**config.mk**
```make
export PLATFORM = sky130hd
export DESIGN_NAME = tile_walker
export DESIGN_NICKNAME = d
export VERILOG_FILES = /design/src/logic/raster_pkg.sv /design/src/logic/tile_walker.sv
export VERILOG_INCLUDE_DIRS = /design/src /design/src/logic
export SDC_FILE = /design/constraint.sdc
export NUM_CORES = 1
export LEC_CHECK = 0
export BUFFER_PORTS_ARGS = -buffer_cell sky130_fd_sc_hd__buf_2
export CAP_MARGIN = 20
export CORE_MARGIN = 2
export CORE_UTILIZATION = 35
export DETAILED_ROUTE_END_ITERATION = 6
export GPL_ROUTABILITY_DRIVEN = 0
export PLACE_DENSITY = 0.56
export SKIP_CTS_REPAIR_TIMING = 1
export SLEW_MARGIN = 20
export SYNTH_ARGS = -nofsm -noshare
export SYNTH_HDL_FRONTEND = slang
export SYNTH_SLANG_ARGS = --single-unit
```
**constraint.sdc**
```tcl
create_clock -name clk -period 6.7 [get_ports clk]
set_input_delay 0.335 -clock clk [delete_from_list [all_inputs] [get_ports clk]]
set_output_delay 0.335 -clock clk [all_outputs]
set_load 0.005 [all_outputs]
```
**src/logic/raster_config.svh**
```systemverilog
`ifndef RASTER_CONFIG_SVH
`define RASTER_CONFIG_SVH

// screen coordinates, signed integer pixels
`define RASTER_COORD_W 12

// depth, smaller is nearer
`define RASTER_DEPTH_W 21

`define RASTER_COLOR_W 24 // 8 bits each of r, g, b

// tile geometry
`define RASTER_TILE_DIM 4
`define RASTER_TILE_PIX 16

// 320 pixel wide screen
`define RASTER_TILES_PER_ROW 80

// depth/color sram
`define RASTER_ADDR_W 16
`define RASTER_RD_LATENCY 2 // rd_en to depth_org

`endif

```
**src/logic/raster_pkg.sv**
```systemverilog
package raster_pkg;

`include "raster_config.svh"

	// screen position, one axis
	typedef logic signed [`RASTER_COORD_W-1:0] coord_t;

	typedef logic signed [`RASTER_DEPTH_W-1:0] depth_t;

	typedef logic [`RASTER_COLOR_W-1:0] color_t; // r in the top byte

	// one word per 4x4 tile
	typedef logic [`RASTER_ADDR_W-1:0] sram_addr_t;

	// bit 15 is (0,0), row-major down to (3,3) at bit 0
	typedef logic [`RASTER_TILE_PIX-1:0] pix_mask_t;

	// stored depth word of a tile
	// flat at the sram, per pixel lanes in the comparator
	typedef union packed {
		logic [`RASTER_TILE_PIX*`RASTER_DEPTH_W-1:0] flat;
		depth_t [`RASTER_TILE_PIX-1:0] lane; // lane i pairs with mask bit i
	} tile_depth_u;

endpackage

```
**src/logic/tile_walker.sv**
```systemverilog
`timescale 1ns/1ps

`include "raster_config.svh"

module tile_walker import raster_pkg::*; (
	input  logic       clk,
	input  logic       srst_n,
	input  logic       tri_valid,
	output logic       tri_ready,
	input  coord_t     x1,
	input  coord_t     y1,
	input  coord_t     x2,
	input  coord_t     y2,
	input  coord_t     x3,
	input  coord_t     y3,
	input  depth_t     tri_depth,
	input  color_t     tri_color,
	output logic       rd_en,
	output sram_addr_t rd_addr,
	output logic       tile_valid,
	output coord_t     tile_x,
	output coord_t     tile_y,
	output coord_t     vx1,
	output coord_t     vy1,
	output coord_t     vx2,
	output coord_t     vy2,
	output coord_t     vx3,
	output coord_t     vy3,
	output depth_t     hold_depth,
	output color_t     hold_color
);
	typedef enum logic [1:0] {IDLE, SETUP, SCAN, DRAIN} state_t;

	localparam int TS = $clog2(`RASTER_TILE_DIM);
	localparam int CNT_W = $clog2(`RASTER_RD_LATENCY + 1);
	localparam coord_t STEP = coord_t'(`RASTER_TILE_DIM);
	localparam sram_addr_t ROW_STRIDE = sram_addr_t'(`RASTER_TILES_PER_ROW);

	state_t state;
	coord_t min_x;
	coord_t min_y;
	coord_t max_x;
	coord_t max_y;
	sram_addr_t row_addr; // address of the first tile in the current row
	logic [CNT_W-1:0] drain_cnt;
	logic scan_q;
	logic last_tile;

	function automatic coord_t min3(input coord_t a, input coord_t b, input coord_t c);
		coord_t m;
		m = (a < b) ? a : b;
		return (c < m) ? c : m;
	endfunction

	function automatic coord_t max3(input coord_t a, input coord_t b, input coord_t c);
		coord_t m;
		m = (a > b) ? a : b;
		return (c > m) ? c : m;
	endfunction

	// round down to the tile grid
	function automatic coord_t snap(input coord_t v);
		return v & ~coord_t'(`RASTER_TILE_DIM - 1);
	endfunction

	function automatic sram_addr_t tile_addr(input coord_t x, input coord_t y);
		return sram_addr_t'(x[`RASTER_COORD_W-1:TS]) +
			sram_addr_t'(y[`RASTER_COORD_W-1:TS]) * ROW_STRIDE;
	endfunction

	assign tri_ready = (state == IDLE);
	assign rd_en = scan_q;
	assign tile_valid = scan_q;
	assign last_tile = (tile_x == max_x) && (tile_y == max_y);

	always_ff @(posedge clk) begin
		if (!srst_n) begin
			state <= IDLE;
			scan_q <= 1'b0;
			drain_cnt <= '0;
		end else begin
			case (state)
			IDLE: begin
				if (tri_valid)
					state <= SETUP;
			end
			SETUP: begin
				state <= SCAN;
				scan_q <= 1'b1;
			end
			SCAN: begin
				if (last_tile) begin
					state <= DRAIN;
					scan_q <= 1'b0;
					drain_cnt <= '0;
				end
			end
			DRAIN: begin
				// wait for the last write to leave depth_resolve
				if (drain_cnt == CNT_W'(`RASTER_RD_LATENCY))
					state <= IDLE;
				else
					drain_cnt <= drain_cnt + 1'b1;
			end
			default: state <= IDLE;
			endcase
		end
	end

	always_ff @(posedge clk) begin
		case (state)
		IDLE: begin
			if (tri_valid) begin
				vx1 <= x1;
				vy1 <= y1;
				vx2 <= x2;
				vy2 <= y2;
				vx3 <= x3;
				vy3 <= y3;
				hold_depth <= tri_depth;
				hold_color <= tri_color;
				min_x <= snap(min3(x1, x2, x3));
				min_y <= snap(min3(y1, y2, y3));
				max_x <= snap(max3(x1, x2, x3));
				max_y <= snap(max3(y1, y2, y3));
			end
		end
		SETUP: begin
			tile_x <= min_x;
			tile_y <= min_y;
			rd_addr <= tile_addr(min_x, min_y);
			row_addr <= tile_addr(min_x, min_y);
		end
		SCAN: begin
			if (!last_tile) begin
				if (tile_x == max_x) begin // wrap to next row
					tile_x <= min_x;
					tile_y <= tile_y + STEP;
					rd_addr <= row_addr + ROW_STRIDE;
					row_addr <= row_addr + ROW_STRIDE;
				end else begin
					tile_x <= tile_x + STEP;
					rd_addr <= rd_addr + sram_addr_t'(1);
				end
			end
		end
		default: ;
		endcase
	end

endmodule

```
==> run metrics <==
status finished, final reports clean; vias in the first global route roughly 8500; Final Cycle Share 0.628; Gate Count Post-Synth 950; layout cells sized above 1 0.274; DRT iter0 DRCs ~480; IO Pins 280; Worst Path Required roughly 7000 ps; Post-Syn Area 12000 sq um; Slew HR 0.318; detailed placer's ending HPWL around 23000 um; core area 33600 sq um; flop2flop setup slack 3230 ps; register area share after synthesis 0.537; clk_skew 6.54 ps; routed wire length slightly above 30000 um; R2R cell count 14; EDFF count, synth 211; CTS sink count 216; vias per cell around 4.9; crit path launch type input pin; die width 189 um; area occupied by multi-input gates 5190 sq um; Placed Area ~14000 sq um; min-delay src y1[0]; FP Rows 67; Detail Route Antenna Nets 0; worst skew pair latency around 500 ps; Power Density approximately 430 nW/um^2; crit path capture type flip-flop; Tmin final 4210 ps; buffers from clock root to sink, at most 3; WP buf/inv 3; die area roughly 36000 sq um; post-route cell area around 15000 sq um; P&R area growth vs syn 25.8%; first-pass GRT wire length around 46000 um; largest net degree at the start of global routing 77; critical-path cell list buf_2 > inv_1 > ha_1 > nand4_2 > nor2_2 > a21boi_4 > nor3_2 > mux2i_2 > mux2i_1 > ha_1 > a2111oi_0 > o21ai_0 > o21ai_0 > o41ai_2 > buf_4 > mux2i_1; final slew viol count 0; min-delay worst type in2reg; TritonRoute pass-1 iters 4; Peak VDD IR between 200 and 250 uV; post-placement cell count about 1700; flops & latches, synth ~220; syn avg cell area 12.6 sq um; Synth async-reset ratio 0; drt wl/cell roughly 18 um; Inserted Clock Buffers 25; Final Power between 6000 and 7000 uW; RR Startpoint min_y[3]; arrival time at the worst endpoint 4530 ps; Worst-Margin Slew about 1000 ps; Hold Path End vy1[0]; DRC Markers 0; Final nets approximately 1500; yosys warns 0; crit path kind in2reg; critical path's slowest cell mux2i_2; synth unique cells 73; Non-Filler Instances ~1700; RSZ-0062 raised after global routing no; Clock Tree Root clkbuf_16; WP depth 16; Seq. cell area around 6400 sq um; hold path cells 1; max cap viols 0; setup TNS 0 ps; clock-pin slew on the worst setup and hold paths ~60 ps; endpoints failing setup 0; ys flop type edfxtp_1; Leakage Power 0.00645 uW; GR Overflow Total 0; htree depth 1; cell family with most CP delay multiplexers; CTS tree yes; Crit Path Max Fanout 11; Initial Util 0.357; initial antenna violation count 0; Fillers around 3200; gr usage total 0.164; Vias roughly 8500; Reg-to-Reg End row_addr[15]; Die Y-Extent around 190 um; Fin. Hold Viols 0; crit-path max cell delay 820 ps; fmax ~0.24 GHz; I/O Buffers ~280
[cells in the final DEF (no fill, tap or decap), types with 45 or more instances in the layout]
cell / instances
buf_2: 277
edfxtp_1: 211
ha_1: 107
mux2i_1: 80
inv_1: 62
nor2_1: 51
a21oi_1: 47
nand2_1: 46
dlygate4sd3_1: 45
[sequential cells by signal, summed over array words and instances, names as in the netlist, 12 cells and up]
name	flops
tile_x	12
vx2	12
hold_depth	21
vx1	12
row_addr	16
vy3	12
vy1	12
vy2	12
vx3	12
rd_addr	16
hold_color	24
[power breakdown]
part / internal, uW / switching (uW)
logic: 1190 / 1550
registers: 2210 / 314
clock network: 754 / 530
[final cells by class]
type | instances | area share
well taps | 448 | 0.0372
multi-input cells | 648 | 0.344
clock buffers | 31 | 0.0430
repair buffers | 331 | 0.126
flip-flops and latches | 216 | 0.427
diodes | 1 | 0.000166
clock inverters | 10 | 0.00655
inverters | 63 | 0.0157
[synth_stat cells (3+ instances only)]
master,instances,area (sq um)
o21ai_1,3,15.0
nor4_1,5,31.3
clkbuf_1,7,26.3
and2_1,4,25.0
inv_1,62,233
nor2_1,51,191
o21bai_1,11,82.6
nor3_1,8,40.0
buf_2,3,15.0
mux2_2,7,78.8
dfxtp_1,5,100
a31oi_1,5,31.3
or3_1,4,25.0
a21o_1,14,105
and3_1,12,75.1
mux2i_1,80,801
nand4_1,20,125
nand2_1,46,173
mux2i_2,10,138
nand2b_1,3,18.8
a21oi_1,47,235
o21a_1,10,75.1
o211ai_1,4,30.0
a211oi_1,5,37.5
xnor2_1,36,315
a21boi_0,3,22.5
ha_1,107,1340
edfxtp_1,211,6340
o21ai_0,36,180
nand3_1,21,105
buf_4,6,45.0
xor2_1,35,307
nor2b_1,14,87.6
buf_6,3,33.8
[metal layers]
layer / track usage / part of all wire / wire, um
met1: 0.219 / 0.46 / 14100
met2: 0.276 / 0.47 / 14600
met3: 0.0387 / 0.061 / 1880
met4: 0.0264 / 0.011 / 346
met5: 0 / 0 / 0
[how the worst max path moves through the flow]
stage | from | endpoint | slack (ps)
final | x2[11] | min_x[2] | 2490
after global routing | x2[11] | min_x[2] | 2130
after CTS | x2[11] | min_x[2] | 2550
after detailed placement | x2[11] | min_x[2] | 2050
after global placement | x2[11] | min_x[2] | 2020
after floorplan | state[0] | hold_color[0] | 1960
[metrics by stage]
step                hold slack [ps]  worst slack (ps)   util
finish                         22.0              2490  0.449
global route                   9.87              2130  0.449
CTS                           -43.7              2550  0.435
detailed placement              513              2050  0.413
global placement                511              2020  0.413
floorplan                       434              1960      -
[cell families (layout without fill, tap and decap cells)]
kind of cell	after synthesis	in the layout	synth area share
AO/OA/AOI/OAI	163	163	0.0900
XOR/XNOR	71	71	0.0519
adder cells (fa/ha/maj)	109	109	0.115
buffers and inverters	87	435	0.0329
flip-flops	216	216	0.537
multiplexers	97	97	0.0848
other	1	3	0.000313
AND/OR/NAND/NOR	206	206	0.0884
(Power assumes the default switching activity.)
