$ cat src/logic/raster_config.svh
`ifndef RASTER_CONFIG_SVH
`define RASTER_CONFIG_SVH

// screen coordinates, signed integer pixels
`define RASTER_COORD_W 12

// depth, smaller is nearer
`define RASTER_DEPTH_W 21

`define RASTER_COLOR_W 24 // 8 bits each of r, g, b

// tile geometry
`define RASTER_TILE_DIM 4
`define RASTER_TILE_PIX 16

// 320 pixel wide screen
`define RASTER_TILES_PER_ROW 80

// depth/color sram
`define RASTER_ADDR_W 16
`define RASTER_RD_LATENCY 2 // rd_en to depth_org

`endif

$ cat src/logic/raster_pkg.sv
package raster_pkg;

`include "raster_config.svh"

	// screen position, one axis
	typedef logic signed [`RASTER_COORD_W-1:0] coord_t;

	typedef logic signed [`RASTER_DEPTH_W-1:0] depth_t;

	typedef logic [`RASTER_COLOR_W-1:0] color_t; // r in the top byte

	// one word per 4x4 tile
	typedef logic [`RASTER_ADDR_W-1:0] sram_addr_t;

	// bit 15 is (0,0), row-major down to (3,3) at bit 0
	typedef logic [`RASTER_TILE_PIX-1:0] pix_mask_t;

	// stored depth word of a tile
	// flat at the sram, per pixel lanes in the comparator
	typedef union packed {
		logic [`RASTER_TILE_PIX*`RASTER_DEPTH_W-1:0] flat;
		depth_t [`RASTER_TILE_PIX-1:0] lane; // lane i pairs with mask bit i
	} tile_depth_u;

endpackage

$ cat src/logic/depth_resolve.sv
`timescale 1ns/1ps

`include "raster_config.svh"

module depth_resolve import raster_pkg::*; (
	input  logic        clk,
	input  logic        srst_n,
	input  logic        cov_valid,
	input  pix_mask_t   cov_mask,
	input  sram_addr_t  cov_addr,
	input  tile_depth_u depth_org,
	input  depth_t      hold_depth,
	input  color_t      hold_color,
	output logic        wr_en_n,
	output sram_addr_t  wr_addr,
	output pix_mask_t   wr_mask_n,
	output logic [`RASTER_TILE_PIX*`RASTER_COLOR_W-1:0] color_word,
	output tile_depth_u depth_after
);
	localparam int PIX = `RASTER_TILE_PIX;
	localparam int CW = `RASTER_COLOR_W;

	pix_mask_t draw; // covered and nearer than stored

	always_comb begin
		for (int i = 0; i < PIX; i++)
			draw[i] = cov_mask[i] && (hold_depth < depth_org.lane[i]);
	end

	always_ff @(posedge clk) begin
		if (!srst_n)
			wr_en_n <= 1'b1;
		else
			wr_en_n <= !cov_valid;
	end

	always_ff @(posedge clk) begin
		wr_addr <= cov_addr;
		wr_mask_n <= ~(draw & {PIX{cov_valid}}); // 0 opens the pixel
		// flat shading, same value on every lane
		for (int i = 0; i < PIX; i++) begin
			depth_after.lane[i] <= hold_depth;
			color_word[i*CW +: CW] <= hold_color;
		end
	end

endmodule

$ cat config.mk
export PLATFORM = sky130hd
export DESIGN_NAME = depth_resolve
export DESIGN_NICKNAME = d
export VERILOG_FILES = /design/src/logic/raster_pkg.sv /design/src/logic/depth_resolve.sv
export VERILOG_INCLUDE_DIRS = /design/src /design/src/logic
export SDC_FILE = /design/constraint.sdc
export NUM_CORES = 1
export LEC_CHECK = 0
export BUFFER_PORTS_ARGS = -buffer_cell sky130_fd_sc_hd__clkbuf_2
export CAP_MARGIN = 20
export CORE_AREA = 2 2 460 462
export DETAILED_ROUTE_END_ITERATION = 16
export DIE_AREA = 0 0 462 464
export GPL_ROUTABILITY_DRIVEN = 0
export PLACE_DENSITY = 0.3
export SYNTH_ARGS = -nofsm -noshare
export SYNTH_HDL_FRONTEND = slang
export SYNTH_SLANG_ARGS = --single-unit
$ cat constraint.sdc
create_clock -name clk -period 2 [get_ports clk]
set_input_delay 0.4 -clock clk [delete_from_list [all_inputs] [get_ports clk]]
set_output_delay 0.4 -clock clk [all_outputs]
set_load 0.02 [all_outputs]
==> impl_results.rst <==
.. list-table::
   :header-rows: 1

   * - Metric
     - Value
   * - Final worst-path cycle share
     - 101%
   * - Via total after detailed routing
     - 14513
   * - Slew Viols, Final
     - 0
   * - Combined global-route utilization of all metal layers
     - 8.24%
   * - Final worst slack
     - -0.0203 ns
   * - Cell row count
     - 168
   * - Primary FF master, synth
     - sky130_fd_sc_hd__dfxtp_1
   * - Placement-stage cell area
     - 20800 um^2
   * - Number of cells after detailed placement
     - 5385
   * - Timing-limited maximum frequency
     - 495 MHz
   * - Worst slew margin
     - 61.2%
   * - Post-Synthesis Cell Area
     - 14900 um^2
   * - Number of library cell types mapped by synthesis
     - 33
   * - Clock tree from TritonCTS
     - done
   * - Worst setup startpoint
     - hold_depth[20]
   * - Post-layout min period
     - 2.02 ns
   * - FILL cells
     - 24404
   * - Antenna violations before repair
     - 50
   * - Static Leak
     - 12.2 nW
   * - Clock slew at the register clock pins of the worst setup and hold paths
     - 0.10 ns
   * - Startpoint kind of the worst setup timing path
     - input port
   * - Unrepaired setup endpoints after global routing
     - true
   * - Largest net degree at the start of global routing
     - 17
   * - Clock buffer depth
     - 2
   * - Vias per cell
     - 2.66
   * - Area of the core
     - 209000 um^2
   * - Fraction of final layout cells sized beyond drive strength 1
     - 53.9%
   * - Power per unit of standard cell area
     - 406 nW/um^2
   * - Number of flops mapped to enable cells by yosys
     - 0
   * - Max FO, Critical Path
     - 4
   * - Number of ports placed on the die boundary
     - 1169
   * - Total Routed Length
     - 91000 um
   * - Global-route wire length before repair
     - 118000 um
   * - Setup TNS
     - -0.0203 ns
   * - Nets in the synthesized netlist
     - 2641
   * - Die boundary width
     - 462 um
   * - Status
     - finished with violations
   * - Area of the multi-input gates
     - 7130 um^2
   * - Max-cap violations
     - 0
   * - Finished layout cell area
     - 21900 um^2
   * - Post-synthesis to final-layout area growth
     - 47.1%
   * - Yosys reg bits
     - 78
   * - Failing checks
     - negative setup slack
   * - Fin cells
     - 5460
   * - Synthesized instance count
     - 1905
   * - Iteration-0 DRC count of the detailed router
     - 442
   * - Sequential cell area fraction in the yosys report
     - 10.5%
   * - Endpoint arrival time on the critical path
     - 2.35 ns
   * - Clock root buffer master
     - sky130_fd_sc_hd__clkbuf_16
   * - Number of global-route vias before repair
     - 13949
   * - Nets
     - 3378
   * - DR WL/cell
     - 16.7 um
   * - Post-route DRC violation count
     - 0
   * - Kind of critical path
     - input port to flip-flop
   * - Port Buffer Count
     - 1168
   * - Sink Count
     - 78
   * - Number of CTS-inserted buffers
     - 9
   * - Antenna-violating nets left
     - 0
   * - Die span in y
     - 464 um
   * - Initial core utilization
     - 7.11%
   * - Worst vdd ir
     - 0.548 mV
   * - Pre-Repair DR Iteration Count
     - 4
   * - Startpoint of the worst hold path
     - srst_n
   * - Yosys warning total
     - 0
   * - Hold WC Path Type
     - input port to flip-flop
   * - Final setup violation count
     - 1
   * - HPWL after detailed placement
     - 81600 um
   * - Kind of end point of the critical path
     - flip-flop
   * - Level count of the clock H-tree
     - 3
   * - Slew at the pin with the worst max-slew slack
     - 0.582 ns
   * - Share of async-settable or async-resettable flops after synthesis
     - 0%
   * - Syn Area/Cell
     - 7.81 um^2
   * - Leftover overflow at the end of global routing
     - 0
   * - Overall die area
     - 214000 um^2
   * - Worst path required time
     - 2.33 ns
   * - Register area
     - 1570 um^2
   * - Worst slack, placed
     - -1.03 ns
   * - Number of hold violations in the final report
     - 0
-- kinds of logic (layout without fill, tap and decap cells) --
logic type	after synthesis	in the layout	synth area share (%)
buf+inv	1005	1747	42.5
fa+ha+maj	320	320	26.9
simple gates	250	250	8.84
compound gates	245	245	10.8
flops	78	78	10.5
mux	7	7	0.471
other cells	0	8	0
-- sequential cells by signal, summed over array words and instances, names as in the netlist --
| register | flops |
|---|---|
| wr_addr | 16 |
| color_word | 24 |
| wr_mask_n | 16 |
| depth_after | 21 |
| wr_en_n | 1 |
-- area by class of cell --
class	instances	share of cell area [%]
clock inverters	7	0.366
clock buffers	9	1.03
flip-flops and latches	78	7.18
inverters	327	5.61
multi-input cells	822	32.6
diodes	8	0.0915
well taps	2805	16.0
repair buffers	1404	37.1
-- where the power goes --
| group | internal [mW] | switching [mW] | total [mW] |
|---|---|---|---|
| clock network | 0.995 | 1.22 | 2.21 |
| registers | 1.64 | 0.148 | 1.79 |
| logic | 1.91 | 2.96 | 4.87 |
| total | 4.55 | 4.33 | 8.88 |
-- routing by layer --
metal / vias up / GRT usage [%] / share of wire [%]
li1: 7097 / - / -
met1: 6557 / 9.09 / 39
met2: 744 / 15.6 / 53
met3: 95 / 1.94 / 5.9
met4: 20 / 1.99 / 2.0
met5: - / 0 / 0.14
-- cell usage in the layout (no fill, tap or decap), drive strengths merged, types with 10 or more instances in the layout --
cell and instances:
dlygate4sd3 38, o21ai 64, a21o 33, nand3 18
a21oi 75, nor2 46, nand4 37, ha 320
dfxtp 78, buf 198, and4 10, a221oi 10
clkbuf 1177, nor3 18, nand2 80, a211oi 22
inv 331
-- through the flow --
step / utilization (%) / hold slack [ns] / power (mW)
floorplan: - / 0.428 / 5.03
detailed placement: 9.95 / 0.504 / 6.67
CTS: 10.3 / 0.00431 / 9.26
global placement: 9.95 / 0.504 / 6.70
global route: 10.5 / 0.0341 / 9.72
finish: 10.5 / 0.0948 / 8.88
-- worst max-delay path: stages --
cell	delay, ns
sky130_fd_sc_hd__clkbuf_2	0.13
sky130_fd_sc_hd__buf_12	0.15
sky130_fd_sc_hd__ha_4	0.26
sky130_fd_sc_hd__nand4_1	0.15
sky130_fd_sc_hd__nor3_2	0.25
sky130_fd_sc_hd__nand4_1	0.35
sky130_fd_sc_hd__a41oi_4	0.41
sky130_fd_sc_hd__nor3_2	0.07
sky130_fd_sc_hd__nand4b_1	0.16
-- final timing paths --
path	cells after the start	slack (ns)	end
worst min-delay path	2	0.09	wr_en_n
worst max-delay path	9	-0.02	wr_mask_n[2]
-- Yosys cell counts, types with 2 or more instances --
| cell | count | area share [%] |
|---|---|---|
| sky130_fd_sc_hd__a2111oi_0 | 7 | 0.41 |
| sky130_fd_sc_hd__a211oi_1 | 22 | 1.1 |
| sky130_fd_sc_hd__a21o_1 | 33 | 1.7 |
| sky130_fd_sc_hd__a21oi_1 | 75 | 2.5 |
| sky130_fd_sc_hd__a221o_1 | 9 | 0.61 |
| sky130_fd_sc_hd__a221oi_2 | 9 | 0.91 |
| sky130_fd_sc_hd__a31oi_1 | 7 | 0.29 |
| sky130_fd_sc_hd__a41oi_1 | 9 | 0.53 |
| sky130_fd_sc_hd__and2_0 | 9 | 0.38 |
| sky130_fd_sc_hd__and2b_1 | 6 | 0.30 |
| sky130_fd_sc_hd__and4_1 | 10 | 0.59 |
| sky130_fd_sc_hd__buf_4 | 675 | 34 |
| sky130_fd_sc_hd__clkbuf_1 | 2 | 0.051 |
| sky130_fd_sc_hd__dfxtp_1 | 78 | 11 |
| sky130_fd_sc_hd__ha_1 | 320 | 27 |
| sky130_fd_sc_hd__inv_1 | 327 | 8.3 |
| sky130_fd_sc_hd__mux2i_1 | 7 | 0.47 |
| sky130_fd_sc_hd__nand2_1 | 80 | 2.0 |
| sky130_fd_sc_hd__nand3_1 | 18 | 0.61 |
| sky130_fd_sc_hd__nand4_1 | 37 | 1.6 |
| sky130_fd_sc_hd__nand4b_1 | 9 | 0.53 |
| sky130_fd_sc_hd__nor2_1 | 46 | 1.2 |
| sky130_fd_sc_hd__nor3_1 | 9 | 0.30 |
| sky130_fd_sc_hd__nor3_2 | 9 | 0.61 |
| sky130_fd_sc_hd__nor3b_1 | 9 | 0.45 |
| sky130_fd_sc_hd__nor4_1 | 6 | 0.25 |
| sky130_fd_sc_hd__o2111ai_1 | 9 | 0.53 |
| sky130_fd_sc_hd__o21ai_0 | 46 | 1.5 |
| sky130_fd_sc_hd__o21ai_1 | 18 | 0.61 |
-- what timing repair did --
item / 4_1_cts / 5_1_grt
pin swaps: 4 / 6
resized for setup: 26 / 21
setup endpoints to repair: 19 / 83
hold buffers: 38 / 0
buffers inserted: 0 / 13
endpoints found under the hold margin: 38 / 0
(Power assumes the default switching activity.)
